<file path="config.mk">
export PLATFORM = sky130hd
export DESIGN_NAME = daq_top
export DESIGN_NICKNAME = d
export VERILOG_FILES = /design/src/daq_pkg.sv /design/src/run_control.sv /design/src/frame_packer.sv /design/src/event_fifo.sv /design/src/acq_write_gate.sv /design/src/daq_top.sv
export SDC_FILE = /design/constraint.sdc
export NUM_CORES = 1
export LEC_CHECK = 0
export BUFFER_PORTS_ARGS = -buffer_cell sky130_fd_sc_hd__buf_2
export CAP_MARGIN = 15
export CORE_AREA = 2 2 237 239
export CTS_CLUSTER_DIAMETER = 120
export DETAILED_ROUTE_END_ITERATION = 16
export DIE_AREA = 0 0 239 241
export HOLD_SLACK_MARGIN = 0.05
export SKIP_LAST_GASP = 1
export SLEW_MARGIN = 40
export SYNTH_ARGS = -nofsm -noshare
export SYNTH_HDL_FRONTEND = slang
export SYNTH_SLANG_ARGS = --single-unit
</file>
<file path="constraint.sdc">
create_clock -name clk100M -period 7.95 [get_ports clk100M]
set_input_delay 0.795 -clock clk100M [delete_from_list [all_inputs] [get_ports clk100M]]
set_output_delay 0.795 -clock clk100M [all_outputs]
set_load 0.1 [all_outputs]
</file>
<file path="src/daq_pkg.sv">
package daq_pkg;

  // Host command codes, arrive with cmd_strobe
  typedef enum logic [1:0] {
    CMD_NONE  = 2'd0,
    CMD_INIT  = 2'd1,  // Load row window
    CMD_START = 2'd2,
    CMD_STOP  = 2'd3   // Honoured at frame end
  } cmd_t;

  // Acquisition run state
  typedef enum logic [1:0] {
    ST_IDLE       = 2'd0,
    ST_CONFIGURED = 2'd1,  // Window loaded, not yet running
    ST_RUNNING    = 2'd2,
    ST_STOPPING   = 2'd3   // Waiting for end of frame
  } run_state_t;

  // One ADC channel sample
  localparam int SAMPLE_W = 16;

  // Event buffer word, two packed samples
  localparam int WORD_W = 32;

  // Row index, 64 rows per frame
  localparam int ROW_W = 6;

  // Init argument
  // Bits 5..0 first row of window
  // Bits 11..6 last row of window
  localparam int CMD_ARG_W = 12;

  // Field offsets inside cmd_arg
  localparam int ARG_FIRST_LSB = 0;
  localparam int ARG_LAST_LSB  = ROW_W;

endpackage

</file>
<file path="src/run_control.sv">
`timescale 1ns/1ps

module run_control
  import daq_pkg::*;
(
  input  logic                 clk100M,
  input  logic                 rst_command,
  input  logic                 cmd_strobe,       // One-cycle command pulse
  input  cmd_t                 cmd_code,
  input  logic [CMD_ARG_W-1:0] cmd_arg,          // Row window for init
  input  logic                 frame_last_word,  // From packer
  output run_state_t           run_state,
  output logic                 run_write_en,     // Buffer writes allowed
  output logic [ROW_W-1:0]     row_first,
  output logic [ROW_W-1:0]     row_last
);

  run_state_t state_d;
  logic       window_loaded;  // Set once any init was seen
  logic       init_cmd;
  logic       start_cmd;
  logic       stop_cmd;

  // Commands count only with the strobe
  assign init_cmd  = cmd_strobe && (cmd_code == CMD_INIT);
  assign start_cmd = cmd_strobe && (cmd_code == CMD_START);
  assign stop_cmd  = cmd_strobe && (cmd_code == CMD_STOP);

  // Next-state logic
  always_comb begin
    state_d = run_state;  // Hold by default
    case (run_state)
      ST_IDLE: begin
        if (init_cmd) begin
          state_d = ST_CONFIGURED;
        end else if (start_cmd && window_loaded) begin
          state_d = ST_RUNNING;  // Restart with old window
        end
      end
      ST_CONFIGURED: begin
        // Re-init only reloads the window
        if (start_cmd) begin
          state_d = ST_RUNNING;
        end
      end
      ST_RUNNING: begin
        if (stop_cmd) begin
          state_d = ST_STOPPING;  // Init and start ignored here
        end
      end
      ST_STOPPING: begin
        // Leave only after last word of window went out
        if (frame_last_word) begin
          state_d = ST_IDLE;
        end
      end
      default: state_d = ST_IDLE;
    endcase
  end

  // State register
  always_ff @(posedge clk100M) begin
    if (rst_command) begin
      run_state <= ST_IDLE;
    end else begin
      run_state <= state_d;
    end
  end

  // Row window latched at init
  always_ff @(posedge clk100M) begin
    if (rst_command) begin
      row_first     <= '0;  // Window 0..0 after reset
      row_last      <= '0;
      window_loaded <= 1'b0;
    end else if (init_cmd &&
                 (run_state == ST_IDLE || run_state == ST_CONFIGURED)) begin
      row_first     <= cmd_arg[ARG_FIRST_LSB +: ROW_W];
      row_last      <= cmd_arg[ARG_LAST_LSB +: ROW_W];
      window_loaded <= 1'b1;
    end
  end

  // Writes stay open until the frame in flight is done
  assign run_write_en = (run_state == ST_RUNNING) || (run_state == ST_STOPPING);

endmodule

</file>
<file path="src/frame_packer.sv">
`timescale 1ns/1ps

module frame_packer
  import daq_pkg::*;
#(
  parameter int NUM_CHANNELS = 4  // Must be even
) (
  input  logic                             clk100M,
  input  logic                             rst_command,
  input  logic                             sample_strobe,  // One pulse per row
  input  logic [NUM_CHANNELS*SAMPLE_W-1:0] sample_data,    // Ch 0 in low bits
  input  logic [ROW_W-1:0]                 row_first,
  input  logic [ROW_W-1:0]                 row_last,
  output logic                             word_valid,
  output logic [WORD_W-1:0]                word_data,
  output logic                             frame_last_word  // Last word of row_last
);

  localparam int WORDS  = NUM_CHANNELS / 2;    // Packed words per row
  localparam int CNT_W  = $clog2(WORDS + 1);
  localparam int DATA_W = NUM_CHANNELS * SAMPLE_W;

  logic [ROW_W-1:0]  row_cnt;      // Row of the next strobe
  logic [CNT_W-1:0]  words_left;   // Words still in shift_q
  logic              last_row_q;   // Current row is row_last
  logic [DATA_W-1:0] shift_q;      // Remaining samples of the row
  logic              in_window;
  logic              hit_last;
  logic              load_row;
  logic              shift_word;

  // Window check against the row being strobed now
  assign in_window = (row_cnt >= row_first) && (row_cnt <= row_last);
  assign hit_last  = (row_cnt == row_last);

  // New row wins, earlier row is already drained at min strobe spacing
  assign load_row   = sample_strobe && in_window;
  assign shift_word = !load_row && (words_left != '0);

  // Row counter and word sequencing
  always_ff @(posedge clk100M) begin
    if (rst_command) begin
      row_cnt         <= '0;
      words_left      <= '0;
      last_row_q      <= 1'b0;
      word_valid      <= 1'b0;
      frame_last_word <= 1'b0;
    end else begin
      word_valid      <= 1'b0;
      frame_last_word <= 1'b0;
      if (sample_strobe) begin
        row_cnt <= row_cnt + 1'b1;  // Wraps 63 -> 0
      end
      if (load_row) begin
        word_valid      <= 1'b1;    // Word 0 next cycle
        words_left      <= CNT_W'(WORDS - 1);
        last_row_q      <= hit_last;
        frame_last_word <= hit_last && (WORDS == 1);
      end else if (shift_word) begin
        word_valid      <= 1'b1;
        words_left      <= words_left - 1'b1;
        frame_last_word <= last_row_q && (words_left == CNT_W'(1));
      end
    end
  end

  // Sample path, pair 2k/2k+1 goes out as word k
  always_ff @(posedge clk100M) begin
    if (load_row) begin
      word_data <= sample_data[WORD_W-1:0];
      shift_q   <= sample_data >> WORD_W;   // Drop the pair just sent
    end else if (shift_word) begin
      word_data <= shift_q[WORD_W-1:0];
      shift_q   <= shift_q >> WORD_W;
    end
  end

endmodule

</file>
<file path="src/event_fifo.sv">
`timescale 1ns/1ps

module event_fifo
  import daq_pkg::*;
#(
  parameter int FIFO_DEPTH = 16
) (
  input  logic              clk100M,
  input  logic              rst_command,
  input  logic              wr_en,
  input  logic [WORD_W-1:0] wr_data,
  input  logic              rd_en,    // Pops oldest word
  output logic [WORD_W-1:0] rd_data,  // Oldest word, valid when !empty
  output logic              empty,
  output logic              full
);

  localparam int ADDR_W  = (FIFO_DEPTH > 1) ? $clog2(FIFO_DEPTH) : 1;
  localparam int COUNT_W = $clog2(FIFO_DEPTH + 1);

  logic [WORD_W-1:0]  mem [FIFO_DEPTH];
  logic [ADDR_W-1:0]  wr_ptr;
  logic [ADDR_W-1:0]  rd_ptr;
  logic [COUNT_W-1:0] count;   // Words held
  logic               do_wr;
  logic               do_rd;

  assign do_wr = wr_en && !full;   // Drop on full
  assign do_rd = rd_en && !empty;  // Ignore pop on empty

  // Storage
  always_ff @(posedge clk100M) begin
    if (do_wr) begin
      mem[wr_ptr] <= wr_data;
    end
  end

  // Pointers wrap at depth, not at power of two
  always_ff @(posedge clk100M) begin
    if (rst_command) begin
      wr_ptr <= '0;
      rd_ptr <= '0;
      count  <= '0;
    end else begin
      if (do_wr) begin
        wr_ptr <= (wr_ptr == ADDR_W'(FIFO_DEPTH - 1)) ? '0 : wr_ptr + 1'b1;
      end
      if (do_rd) begin
        rd_ptr <= (rd_ptr == ADDR_W'(FIFO_DEPTH - 1)) ? '0 : rd_ptr + 1'b1;
      end
      if (do_wr && !do_rd) begin
        count <= count + 1'b1;
      end else if (do_rd && !do_wr) begin
        count <= count - 1'b1;
      end
    end
  end

  // First-word-fall-through output
  assign rd_data = mem[rd_ptr];
  assign empty   = (count == '0);
  assign full    = (count == COUNT_W'(FIFO_DEPTH));

endmodule

</file>
<file path="src/acq_write_gate.sv">
`timescale 1ns/1ps

module acq_write_gate
  import daq_pkg::*;
#(
  parameter int VETO_HOLDOFF = 450,  // Cycles after reset
  parameter int FIFO_DEPTH   = 16
) (
  input  logic              clk100M,
  input  logic              rst_command,
  input  logic              word_valid,    // Packer strobe
  input  logic [WORD_W-1:0] word_data,
  input  logic              run_write_en,  // From run FSM
  input  logic              rd_en,
  output logic [WORD_W-1:0] rd_data,
  output logic              empty,
  output logic              overflow_veto
);

  localparam int HOLD_W = $clog2(VETO_HOLDOFF + 1);

  logic [HOLD_W-1:0] holdoff_cnt;
  logic              holdoff_done;
  logic              fifo_full;
  logic              fifo_wr_en;

  // Veto: hold-off after reset, then sticky once full
  always_ff @(posedge clk100M) begin
    if (rst_command) begin
      holdoff_cnt   <= '0;
      holdoff_done  <= 1'b0;
      overflow_veto <= 1'b1;  // Blocked from reset on
    end else if (!holdoff_done) begin
      if (holdoff_cnt == HOLD_W'(VETO_HOLDOFF - 1)) begin
        holdoff_done  <= 1'b1;
        overflow_veto <= 1'b0;  // Open after VETO_HOLDOFF cycles
      end else begin
        holdoff_cnt <= holdoff_cnt + 1'b1;
      end
    end else if (fifo_full) begin
      overflow_veto <= 1'b1;  // Until next reset
    end
  end

  // Nothing stalls upstream, gated words are lost
  assign fifo_wr_en = word_valid && run_write_en && !overflow_veto;

  event_fifo #(
    .FIFO_DEPTH (FIFO_DEPTH)
  ) u_event_fifo (
    .clk100M     (clk100M),
    .rst_command (rst_command),
    .wr_en       (fifo_wr_en),
    .wr_data     (word_data),
    .rd_en       (rd_en),
    .rd_data     (rd_data),
    .empty       (empty),
    .full        (fifo_full)
  );

endmodule

</file>
<file path="src/daq_top.sv">
`timescale 1ns/1ps

module daq_top
  import daq_pkg::*;
#(
  parameter int NUM_CHANNELS = 4,    // Even channel count
  parameter int VETO_HOLDOFF = 450,
  parameter int FIFO_DEPTH   = 16
) (
  input  logic                             clk100M,
  input  logic                             rst_command,
  input  logic                             cmd_strobe,
  input  cmd_t                             cmd_code,
  input  logic [CMD_ARG_W-1:0]             cmd_arg,
  input  logic                             sample_strobe,
  input  logic [NUM_CHANNELS*SAMPLE_W-1:0] sample_data,
  input  logic                             rd_en,
  output logic [WORD_W-1:0]                rd_data,
  output logic                             empty,
  output logic                             overflow_veto,
  output run_state_t                       run_state
);

  logic              run_write_en;
  logic [ROW_W-1:0]  row_first;
  logic [ROW_W-1:0]  row_last;
  logic              word_valid;
  logic [WORD_W-1:0] word_data;
  logic              frame_last_word;  // Packer -> FSM, ends a stop

  run_control u_run_control (
    .clk100M         (clk100M),
    .rst_command     (rst_command),
    .cmd_strobe      (cmd_strobe),
    .cmd_code        (cmd_code),
    .cmd_arg         (cmd_arg),
    .frame_last_word (frame_last_word),
    .run_state       (run_state),
    .run_write_en    (run_write_en),
    .row_first       (row_first),
    .row_last        (row_last)
  );

  frame_packer #(
    .NUM_CHANNELS (NUM_CHANNELS)
  ) u_frame_packer (
    .clk100M         (clk100M),
    .rst_command     (rst_command),
    .sample_strobe   (sample_strobe),
    .sample_data     (sample_data),
    .row_first       (row_first),
    .row_last        (row_last),
    .word_valid      (word_valid),
    .word_data       (word_data),
    .frame_last_word (frame_last_word)
  );

  acq_write_gate #(
    .VETO_HOLDOFF (VETO_HOLDOFF),
    .FIFO_DEPTH   (FIFO_DEPTH)
  ) u_acq_write_gate (
    .clk100M       (clk100M),
    .rst_command   (rst_command),
    .word_valid    (word_valid),
    .word_data     (word_data),
    .run_write_en  (run_write_en),
    .rd_en         (rd_en),
    .rd_data       (rd_data),
    .empty         (empty),
    .overflow_veto (overflow_veto)
  );

endmodule

</file>
======== Word-level counts from Yosys, hierarchy flattened ========
Memories as Yosys holds them, arrays and structs flattened. A register that Yosys moved wholly into a read port is not among the register bits.
Index checks and enable logic that the tools add are counted.
cells by class
  $add $sub $neg .......................... 7
  multiply operators ...................... 0
  div/mod/pow operators ................... 0
  order comparisons ....................... 2
  equality and inequality tests ........... 17
  shift-type cells ........................ 0
  multiplexer cells ....................... 27
  bitwise logic cells ..................... 3
  reductions and logical operators ........ 34
operators with widths
  operator               number
  $mux W32               4
  $mux W4                4
  $logic_and A1 B1 Y1    15
  $mux W1                11
  $mux W2                5
  $mux W5                2
  $add A9 B1 Y9 const B  1
  $eq A9 B9 Y1 const B   1
  $add A4 B1 Y4 const B  2
  $eq A2 B2 Y1 const B   4
  $eq A4 B4 Y1 const B   2
  $pmux W2 S4            1
  $reduce_bool A2 Y1     4
  $add A6 B1 Y6 const B  1
  $eq A2 B1 Y1 const B   3
  $eq A6 B6 Y1           1
  $ge A6 B6 Y1           1
  $le A6 B6 Y1           1
  $logic_not A1 Y1       6
  $ne A2 B1 Y1 const B   3
  $add A5 B1 Y5 const B  1
  $eq A5 B5 Y1 const B   1
  $logic_not A5 Y1       1
  $sub A5 B1 Y5 const B  1
  other kinds (10)       14
storage, ports and cells
  bits in registers ....................... 114
  latch bits .............................. 0
  bits in writable memories ............... 512
  bits in read-only memories .............. 0
  memories ................................ 1
memory list
  memory                             words  bits a word  rd ports  clocked after Yosys merged registers in  write ports  RTL line          RTL
  u_acq_write_gate.u_event_fifo.mem  16     32           1         1                                        1            event_fifo.sv:21  logic [WORD_W-1:0] mem [FIFO_DEPTH];

======== Depth between registers and ports, before layout ========
Gate-level depths: netlist (run 1).
  depth after elaboration ................. 9
  gate-level depth with buffers ........... 13
  mapped depth without buffers ............ 12

======== Modules after synthesis ========
A second synthesis (run 1) with hierarchy kept.
second synthesis, totals
  cell total of the unflattened synthesis .. 1250
  area total of the unflattened synthesis .. 24684.9 um2
by module, submodules not included
  module          times used  cells an instance  area each (um2)  seq. area each (um2)
  event_fifo      1           899                20049.2          15715.1
  frame_packer    1           222                3402.0           2142.1
  run_control     1           72                 708.2            300.3
  acq_write_gate  1           57                 525.5            220.2

======== Least setup slack after synthesis (run 1) ========
No wires, ideal clock.
  path type ............................... register to register
  start point ............................. register u_run_control.run_state[1]
  end point ............................... memory u_acq_write_gate.u_event_fifo.mem[0][0], enable pin
  library setup time ...................... 0.461 ns
  arrival ................................. 4.311 ns
  path slack .............................. 3.178 ns
  cell stages (with the launch flop) ...... 7
  path buffers ............................ 1
  path through ............................ dfxtp_1 -> ha_1 -> o21ai_0 -> a211oi_1 -> clkbuf_1 -> nand2_1 -> nor3_1
on the way
  longest elaborated chain between the ends .. 7
ends and longest elaborated chain
  what                                     RTL line              RTL
  start: declaration                       run_control.sv:12     output run_state_t run_state,
  start signal: assignment                 run_control.sv:66     run_state <= state_d;
  $eq A2 B2 Y1                             run_control.sv:85     assign run_write_en = (run_state == ST_RUNNING) || (run_state == ST_STOPPING);
  $logic_or A1 B1 Y1 *                     run_control.sv:85
  $logic_and A1 B1 Y1 * (2 in a row)       acq_write_gate.sv:46  assign fifo_wr_en = word_valid && run_write_en && !overflow_veto;
  $logic_and A1 B1 Y1 *                    event_fifo.sv:28      assign do_wr = wr_en && !full;
  net u_acq_write_gate.u_event_fifo.do_wr  event_fifo.sv:25      logic do_wr;
  $mux W1 *                                event_fifo.sv:33      if (do_wr) begin
  $mux W1 (not written as such) *          event_fifo.sv:34      mem[wr_ptr] <= wr_data;
  end: declaration                         event_fifo.sv:21
Mark *: on every way through the listed nets, which the timed path passes. The rest lies on a longest branch.

==> run_results.csv, run 1 <==
group,metric,value,unit
clock_network,postCtsHoldBufs,0,
clock_network,cts_resized,0,
power,clockPowerShare,30.7,%
placed_design,place.gp.congestion,0.7009,
hold_path,holdPathEnd,"u_run_control.row_first[5]",
worst_setup_path,r2r_end,"u_frame_packer.shift_q[25]",
global_routing,grt-ovfl-total,0,
yosys,avgSynthCellArea,20.84,um2
yosys,synthesis.nets,1292,
yosys,synthCells,1178,
worst_setup_path,crit_path_top_delay_cell,"dfxtp_4",
yosys,synth-compound-area-share,1.600,%
worst_setup_path,r2r_cells,8,
sta,hold-worst-slack,454.6,ps
worst_setup_path,cp_num_cells,5,
worst_setup_path,worstSetupPathType,"flop to primary output",
yosys,synth_edf_count,576,
sta,relSlewSlack,46.68,%
worst_setup_path,end_kind,"primary output",
placed_design,post-dp-hpwl,28050,um
die,std_cell_rows,86,
yosys,synth_async_sr_flop_share,0,%
yosys,yosysWarnings,0,
sta,fin_tns_setup,0,ps
placed_design,portBuffers,118,
route,vias,11690,
final_layout,layout-drive-gt1-share,32.90,%
yosys,synth_top_family_by_area,"multiplexers",
hold_path,hold_path_startpoint,"u_run_control.row_first[5]",
worst_setup_path,r2r_slack,4570,ps
die,die_area,57600,um2
final_layout,area_delta_synth_final,14.85,%
clock_network,clkLatencyLatePin,580,ps
worst_setup_path,crit_family,"buffers and inverters",
power,p_comb_share,19.6,%
power,p_per_area,337.6,nW/um2
route,wire_per_inst,24.59,um
final_layout,fillCellCount,4378,
clock_network,cts_sinks,630,
run,cap_violations,0,
global_routing,grt_pass1_vias,12040,
clock_network,clkTransAtPathRegs,60,ps
yosys,synth_xor_area_share,0.6778,%
worst_setup_path,critPathArrivalTime,3630,ps
die,initial_core_util,44.74,%
route,detail-route-antenna-nets,0,
power,p_leak,9.119,nW
die,die_w,239,um
yosys,synth_seq_area_share,74.85,%
clock_network,cts_tree,"yes",
sta,hold_viol,0,
sta,finalSetupViolations,0,
hold_path,hold_path.class,"flop to flop",
die,io-pin-count,119,
hold_path,min_path_cells,2,
yosys,synthFlopType,"edfxtp_1",
yosys,ys_types,47,
worst_setup_path,r2r_start,"u_frame_packer.row_cnt[4]",
sta,period_share,55.67,%
clock_network,clockBufferDepth,3,
die,fp.dieH,241,um
power,switching_share,29.09,%
outcome,status,"complete, no violations",
power,p_switching,2.770,mW
power,power_frac_seq,49.7,%
worst_setup_path,max_stage_delay,680,ps
yosys,synth_simple_gate_area_share,3.124,%
final_layout,multiInputGateArea,5882,um2
worst_setup_path,path_buf_inv,3,
route,firstDrtPassIters,5,
yosys,syn_area,24550,um2
route,routed_via_density,5.570,
yosys,synth_adder_area_share,1.610,%
sta,min_period,4426,ps
sta,max_slew.worst_pin.slew,798.0,ps
power,internal_power,6.751,mW
sta,worst_clock_skew,18.92,ps
global_routing,antenna_found_initial,1,
clock_network,postCtsSetupBuffers,0,
yosys,ys_ff_latch,630,
clock_network,clock-root-buffer,"clkbuf_16",
worst_setup_path,critical_path.max_fanout,64,
route,drt-initial-drc-count,963,
worst_setup_path,worstPathRequired,7150,ps
global_routing,grt_max_degree,66,
global_routing,grtUsageTotal,18.31,%
sta,grt_setup_unrepaired,"false",
final_layout,ff_latch_area,18390,um2
yosys,synth_mux_area_share,16.38,%
sta,drv_slew,0,
route,routed_wl,51590,um
clock_network,ctsHtreeMaxLevel,3,
worst_setup_path,worstPathCellList,"buf_12 > buf_16 > mux4_1 > mux4_2 > buf_2",
worst_setup_path,critPathLaunchType,"flop",
power,ir_worst_vdd,0.2124,mV
final_layout,nNetsFinal,1458,
global_routing,grt_pass1_wl,76240,um
sta,clock.fmax,0.2259,GHz
die,coreArea,54880,um2
clock_network,cts-buffers-inserted,67,
route,drc,0,
## layout by cell type, fill, tap and decap left out, drive strengths merged, types with 9 or more instances in the layout
cell type  netlist  routed
edfxtp         576     576
mux4           160     160
buf             37     149
clkbuf          13      82
dfxtp           54      54
nor2            49      49
nand2           43      43
a21oi           34      34
mux2            32      32
and2            32      32
clkinv           0      32
ha              30      30
inv             26      27
o21ai           11      11
xor2            10      10
xnor2            9       9
## synthesized netlist by cell type, types with 5 or more instances
master      n  area (um2)
buf_2      15       75.07
xor2_1     10       87.58
ha_1       30       375.4
nand3_1     6       30.03
nor2_1     49       183.9
nor3_1      6       30.03
nand2_1    43       161.4
inv_1      26       97.59
mux4_2    155        3491
buf_1       7       26.28
buf_6      14       157.7
dfxtp_1    54        1081
mux4_1      5       131.4
o21ai_0     9       45.04
xnor2_1     9       78.83
a21oi_1    34       170.2
and2_1     32       200.2
clkbuf_1   13       48.80
mux2_2     32       360.4
edfxtp_1  576       17300
## through the flow
| stage | setup WS [ps] | area, um2 | util (%) | instances | total power [mW] |
|---|---|---|---|---|---|
| 2_1_floorplan | 3178 | 24550 | - | 1178 | 6.209 |
| 3_3_place_gp | 3953 | 26050 | 47.47 | 1976 | 6.638 |
| 3_5_place_dp | 4035 | 26140 | 47.63 | 1979 | 6.714 |
| 4_1_cts | 3406 | 28190 | 51.38 | 2096 | 9.652 |
| 5_1_grt | 3284 | 28190 | 51.38 | 2096 | 9.911 |
| 6_report | 3524 | 28200 | 51.39 | 2098 | 9.521 |
## sequential cells by signal (all words and copies together), names as in the netlist, 2 cells and up, named ones only
| name | flops |
|---|---|
| u_run_control.run_state | 2 |
| u_acq_write_gate.u_event_fifo.count | 5 |
| u_acq_write_gate.u_event_fifo.wr_ptr | 4 |
| u_frame_packer.row_cnt | 6 |
| u_run_control.row_last | 6 |
| u_acq_write_gate.u_event_fifo.mem | 512 |
| u_acq_write_gate.holdoff_cnt | 9 |
| u_acq_write_gate.u_event_fifo.rd_ptr | 4 |
| u_run_control.row_first | 6 |
| u_frame_packer.shift_q | 32 |
| u_frame_packer.word_data | 32 |
| u_frame_packer.words_left | 2 |
## routing by layer
metal  global-route usage, %  wire length [um]  share of wire, %  vias up
met4                   4.886               979               1.9        2
met3                   3.569              2712               5.3       72
met2                   30.98             26030                50      308
met5                       0                13             0.025        -
met1                   24.47             21850                42     6166
li1                        -                 -                 -     5138
## worst max path at each step
stage	to	start	slack (ps)
3_5_place_dp	rd_data[3]	flop	4040
6_report	rd_data[19]	flop	3520
3_3_place_gp	rd_data[30]	flop	3950
5_1_grt	rd_data[19]	flop	3280
2_1_floorplan	u_acq_write_gate.u_event_fifo.mem[0][0]	u_run_control.run_state[1]	3180
4_1_cts	rd_data[3]	flop	3410
## power groups by stage
stage / Clock [mW] / Sequential (mW) / Combinational (mW)
2_1_floorplan: 0 / 4.64 / 1.57
3_3_place_gp: 0 / 4.80 / 1.84
3_5_place_dp: 0 / 4.80 / 1.91
4_1_cts: 3.00 / 4.74 / 1.92
5_1_grt: 3.12 / 4.80 / 1.99
6_report: 2.92 / 4.73 / 1.86
## cell type report
cell class	count	share of cell area [%]
sequential	630	65.21
multi-input combinational	470	20.86
clock buffer	82	6.518
timing repair buffer	149	3.150
tap	704	3.124
clock inverter	35	0.7809
inverter	26	0.3461
antenna	2	0.01775
## logic make-up after synthesis
group / count (synthesis)
flops: 630
mux: 196
simple gates: 159
buf+inv: 78
compound gates: 65
fa+ha+maj: 31
xor+xnor: 19
## worst reg2reg max path: stages (launching register included)
cell      delay, ps
dfxtp_1         410
ha_1            290
a21oi_1         130
nand2_1          80
a221oi_2        440
o21ai_4          90
buf_4           340
nand2_4         540
buf_4           670
Note: power is estimated with default switching activity, not from simulation.
==> inputs of run 2 (changes only) <==
==> constraint.sdc (replaced) <==
create_clock -name clk100M -period 4.19 [get_ports clk100M]
set_input_delay 0.419 -clock clk100M [delete_from_list [all_inputs] [get_ports clk100M]]
set_output_delay 0.419 -clock clk100M [all_outputs]
set_load 0.1 [all_outputs]
==> run_results.csv, run 2 (same netlist as run 1, synthesis figures left out) <==
group,metric,value,unit
route,drc,0,
route,routed_via_density,5.554,
sta,period_share,80.30,%
clock_network,cts-buffers-inserted,67,
sta,min_period,3365,ps
route,detail-route-antenna-nets,0,
die,initial_core_util,44.74,%
sta,drv_slew,0,
power,ir_worst_vdd,0.4520,mV
route,drt-initial-drc-count,946,
sta,fin_tns_setup,0,ps
global_routing,grt-ovfl-total,0,
worst_setup_path,critPathLaunchType,"flop",
global_routing,grt_max_degree,60,
final_layout,reg.largest.list,"u_acq_write_gate.u_event_fifo.mem (512), u_frame_packer.shift_q (32), u_frame_packer.word_data (32)",
power,p_per_area,649.1,nW/um2
global_routing,grt_pass1_wl,78340,um
final_layout,layout-drive-gt1-share,33.05,%
clock_network,clock-root-buffer,"clkbuf_16",
route,wire_per_inst,24.92,um
die,die_w,239,um
worst_setup_path,worstPathCellList,"buf_12 > mux4_2 > mux4_2 > buf_2",
sta,max_slew.worst_pin.slew,820.7,ps
route,firstDrtPassIters,5,
final_layout,layout_common_cells,"576 x edfxtp_1, 155 x mux4_2, 117 x buf_2, 70 x clkbuf_16, 50 x dfxtp_1",
placed_design,pre_cts_ws,1268,ps
clock_network,cts_tree,"yes",
sta,hold_viol,0,
die,io-pin-count,119,
worst_setup_path,end_kind,"primary output",
sta,relSlewSlack,45.16,%
final_layout,largest_reg_flops,512,
run,cap_violations,0,
die,std_cell_rows,86,
global_routing,antenna_found_initial,1,
worst_setup_path,critPathArrivalTime,2950,ps
clock_network,cts_sinks,630,
worst_setup_path,max_stage_delay,630,ps
final_layout,final_common_cell,"edfxtp_1",
sta,worst_clock_skew,28.17,ps
clock_network,clkLatencyLatePin,600,ps
route,routed_wl,52600,um
hold_path,hold_path.class,"primary input to flop",
worst_setup_path,critical_path.max_fanout,58,
die,coreArea,54880,um2
final_layout,antennaDiodeCount,0,
final_layout,utilization,51.82,%
sta,layout_setup_ws,825.2,ps
sta,finalSetupViolations,0,
clock_network,cts_resized,0,
placed_design,portBuffers,118,
worst_setup_path,worstSetupPathType,"flop to primary output",
power,p_leak,9.191,nW
placed_design,place.gp.congestion,0.7366,
clock_network,ctsHtreeMaxLevel,3,
placed_design,post-dp-hpwl,30540,um
outcome,status,"complete, no violations",
global_routing,grtUsageTotal,18.75,%
die,die_area,57600,um2
final_layout,regMostFlops,"u_acq_write_gate.u_event_fifo.mem",
clock_network,clkTransAtPathRegs,60,ps
worst_setup_path,crit_path_frequent_cell,"mux4_2",
global_routing,grt_pass1_vias,12180,
clock_network,postCtsSetupBuffers,0,
final_layout,nNetsFinal,1471,
sta,grt_setup_unrepaired,"false",
die,fp.dieH,241,um
sta,clock.fmax,0.2972,GHz
worst_setup_path,worstPathRequired,3770,ps
clock_network,clockBufferDepth,3,
worst_setup_path,crit_path_top_delay_cell,"mux4_2",
route,vias,11730,
clock_network,postCtsHoldBufs,4,
final_layout,area_delta_synth_final,15.82,%
[run 2: changes by cell type in the layout (fill, tap and decap cells not counted), moves of 3 or more]
cell / previous run / this run
buf_4: 25 / 35
clkinv_2: 17 / 12
bufinv_16: 2 / 6
dlygate4sd3_1: 0 / 4
nor3_2: 5 / 1
nor3_4: 0 / 4
buf_12: 3 / 6
clkbuf_1: 9 / 12
clkinv_8: 0 / 3
[run 2: worst paths after layout]
path | from | end | slack, ps | cells past startpoint
min reg2reg | u_frame_packer.last_row_q | u_frame_packer.frame_last_word | 440 | 2
max | flop | rd_data[22] | 830 | 4
max reg2reg | u_acq_write_gate.u_event_fifo.count[3] | u_acq_write_gate.u_event_fifo.count[4] | 1240 | 10
min | cmd_arg[8] | u_run_control.row_last[2] | 80 | 3
[run 2: final cells by class]
type	instances	area (um2)
Multi-Input combinational cell	470	5907
Clock inverter	37	357.8
Tap cell	704	880.8
Sequential cell	630	18390
Inverter	26	97.59
Fill cell	4388	26440
Timing Repair Buffer	162	1008
Clock buffer	82	1797
[run 2: power breakdown]
part	leakage (nW)	switching, mW	internal, mW
Clock	1.06	2.36	3.43
Combinational	2.43	2.21	1.41
Sequential	5.71	0.866	8.19
[run 2: per-layer routing]
metal / routed length (um) / track usage [%] / part of all wire (%) / vias to the layer above
met5: 0 / 0 / 0 / -
met3: 3217 / 3.820 / 6.1 / 83
li1: - / - / - / 5153
met4: 966 / 4.905 / 1.8 / 0
met1: 22230 / 25.62 / 42 / 6167
met2: 26190 / 31.02 / 50 / 322
[run 2: worst max-delay path: cells and delay by family (launching register included)]
kind                   cells  cell delay (ps)
buffers and inverters      2              690
DFF                        1              420
muxes                      2             1130
[run 2: through the flow]
stage          cell area [um2]  std cells  total power, mW  hold slack [ps]
3_3_place_gp             26230       1988            12.81            430.1
6_report                 28440       2111            18.46            76.85
2_1_floorplan            24570       1178            11.78            415.5
3_5_place_dp             26240       1988            12.89            436.1
4_1_cts                  28440       2111            18.68            50.27
5_1_grt                  28440       2111            19.19            66.95
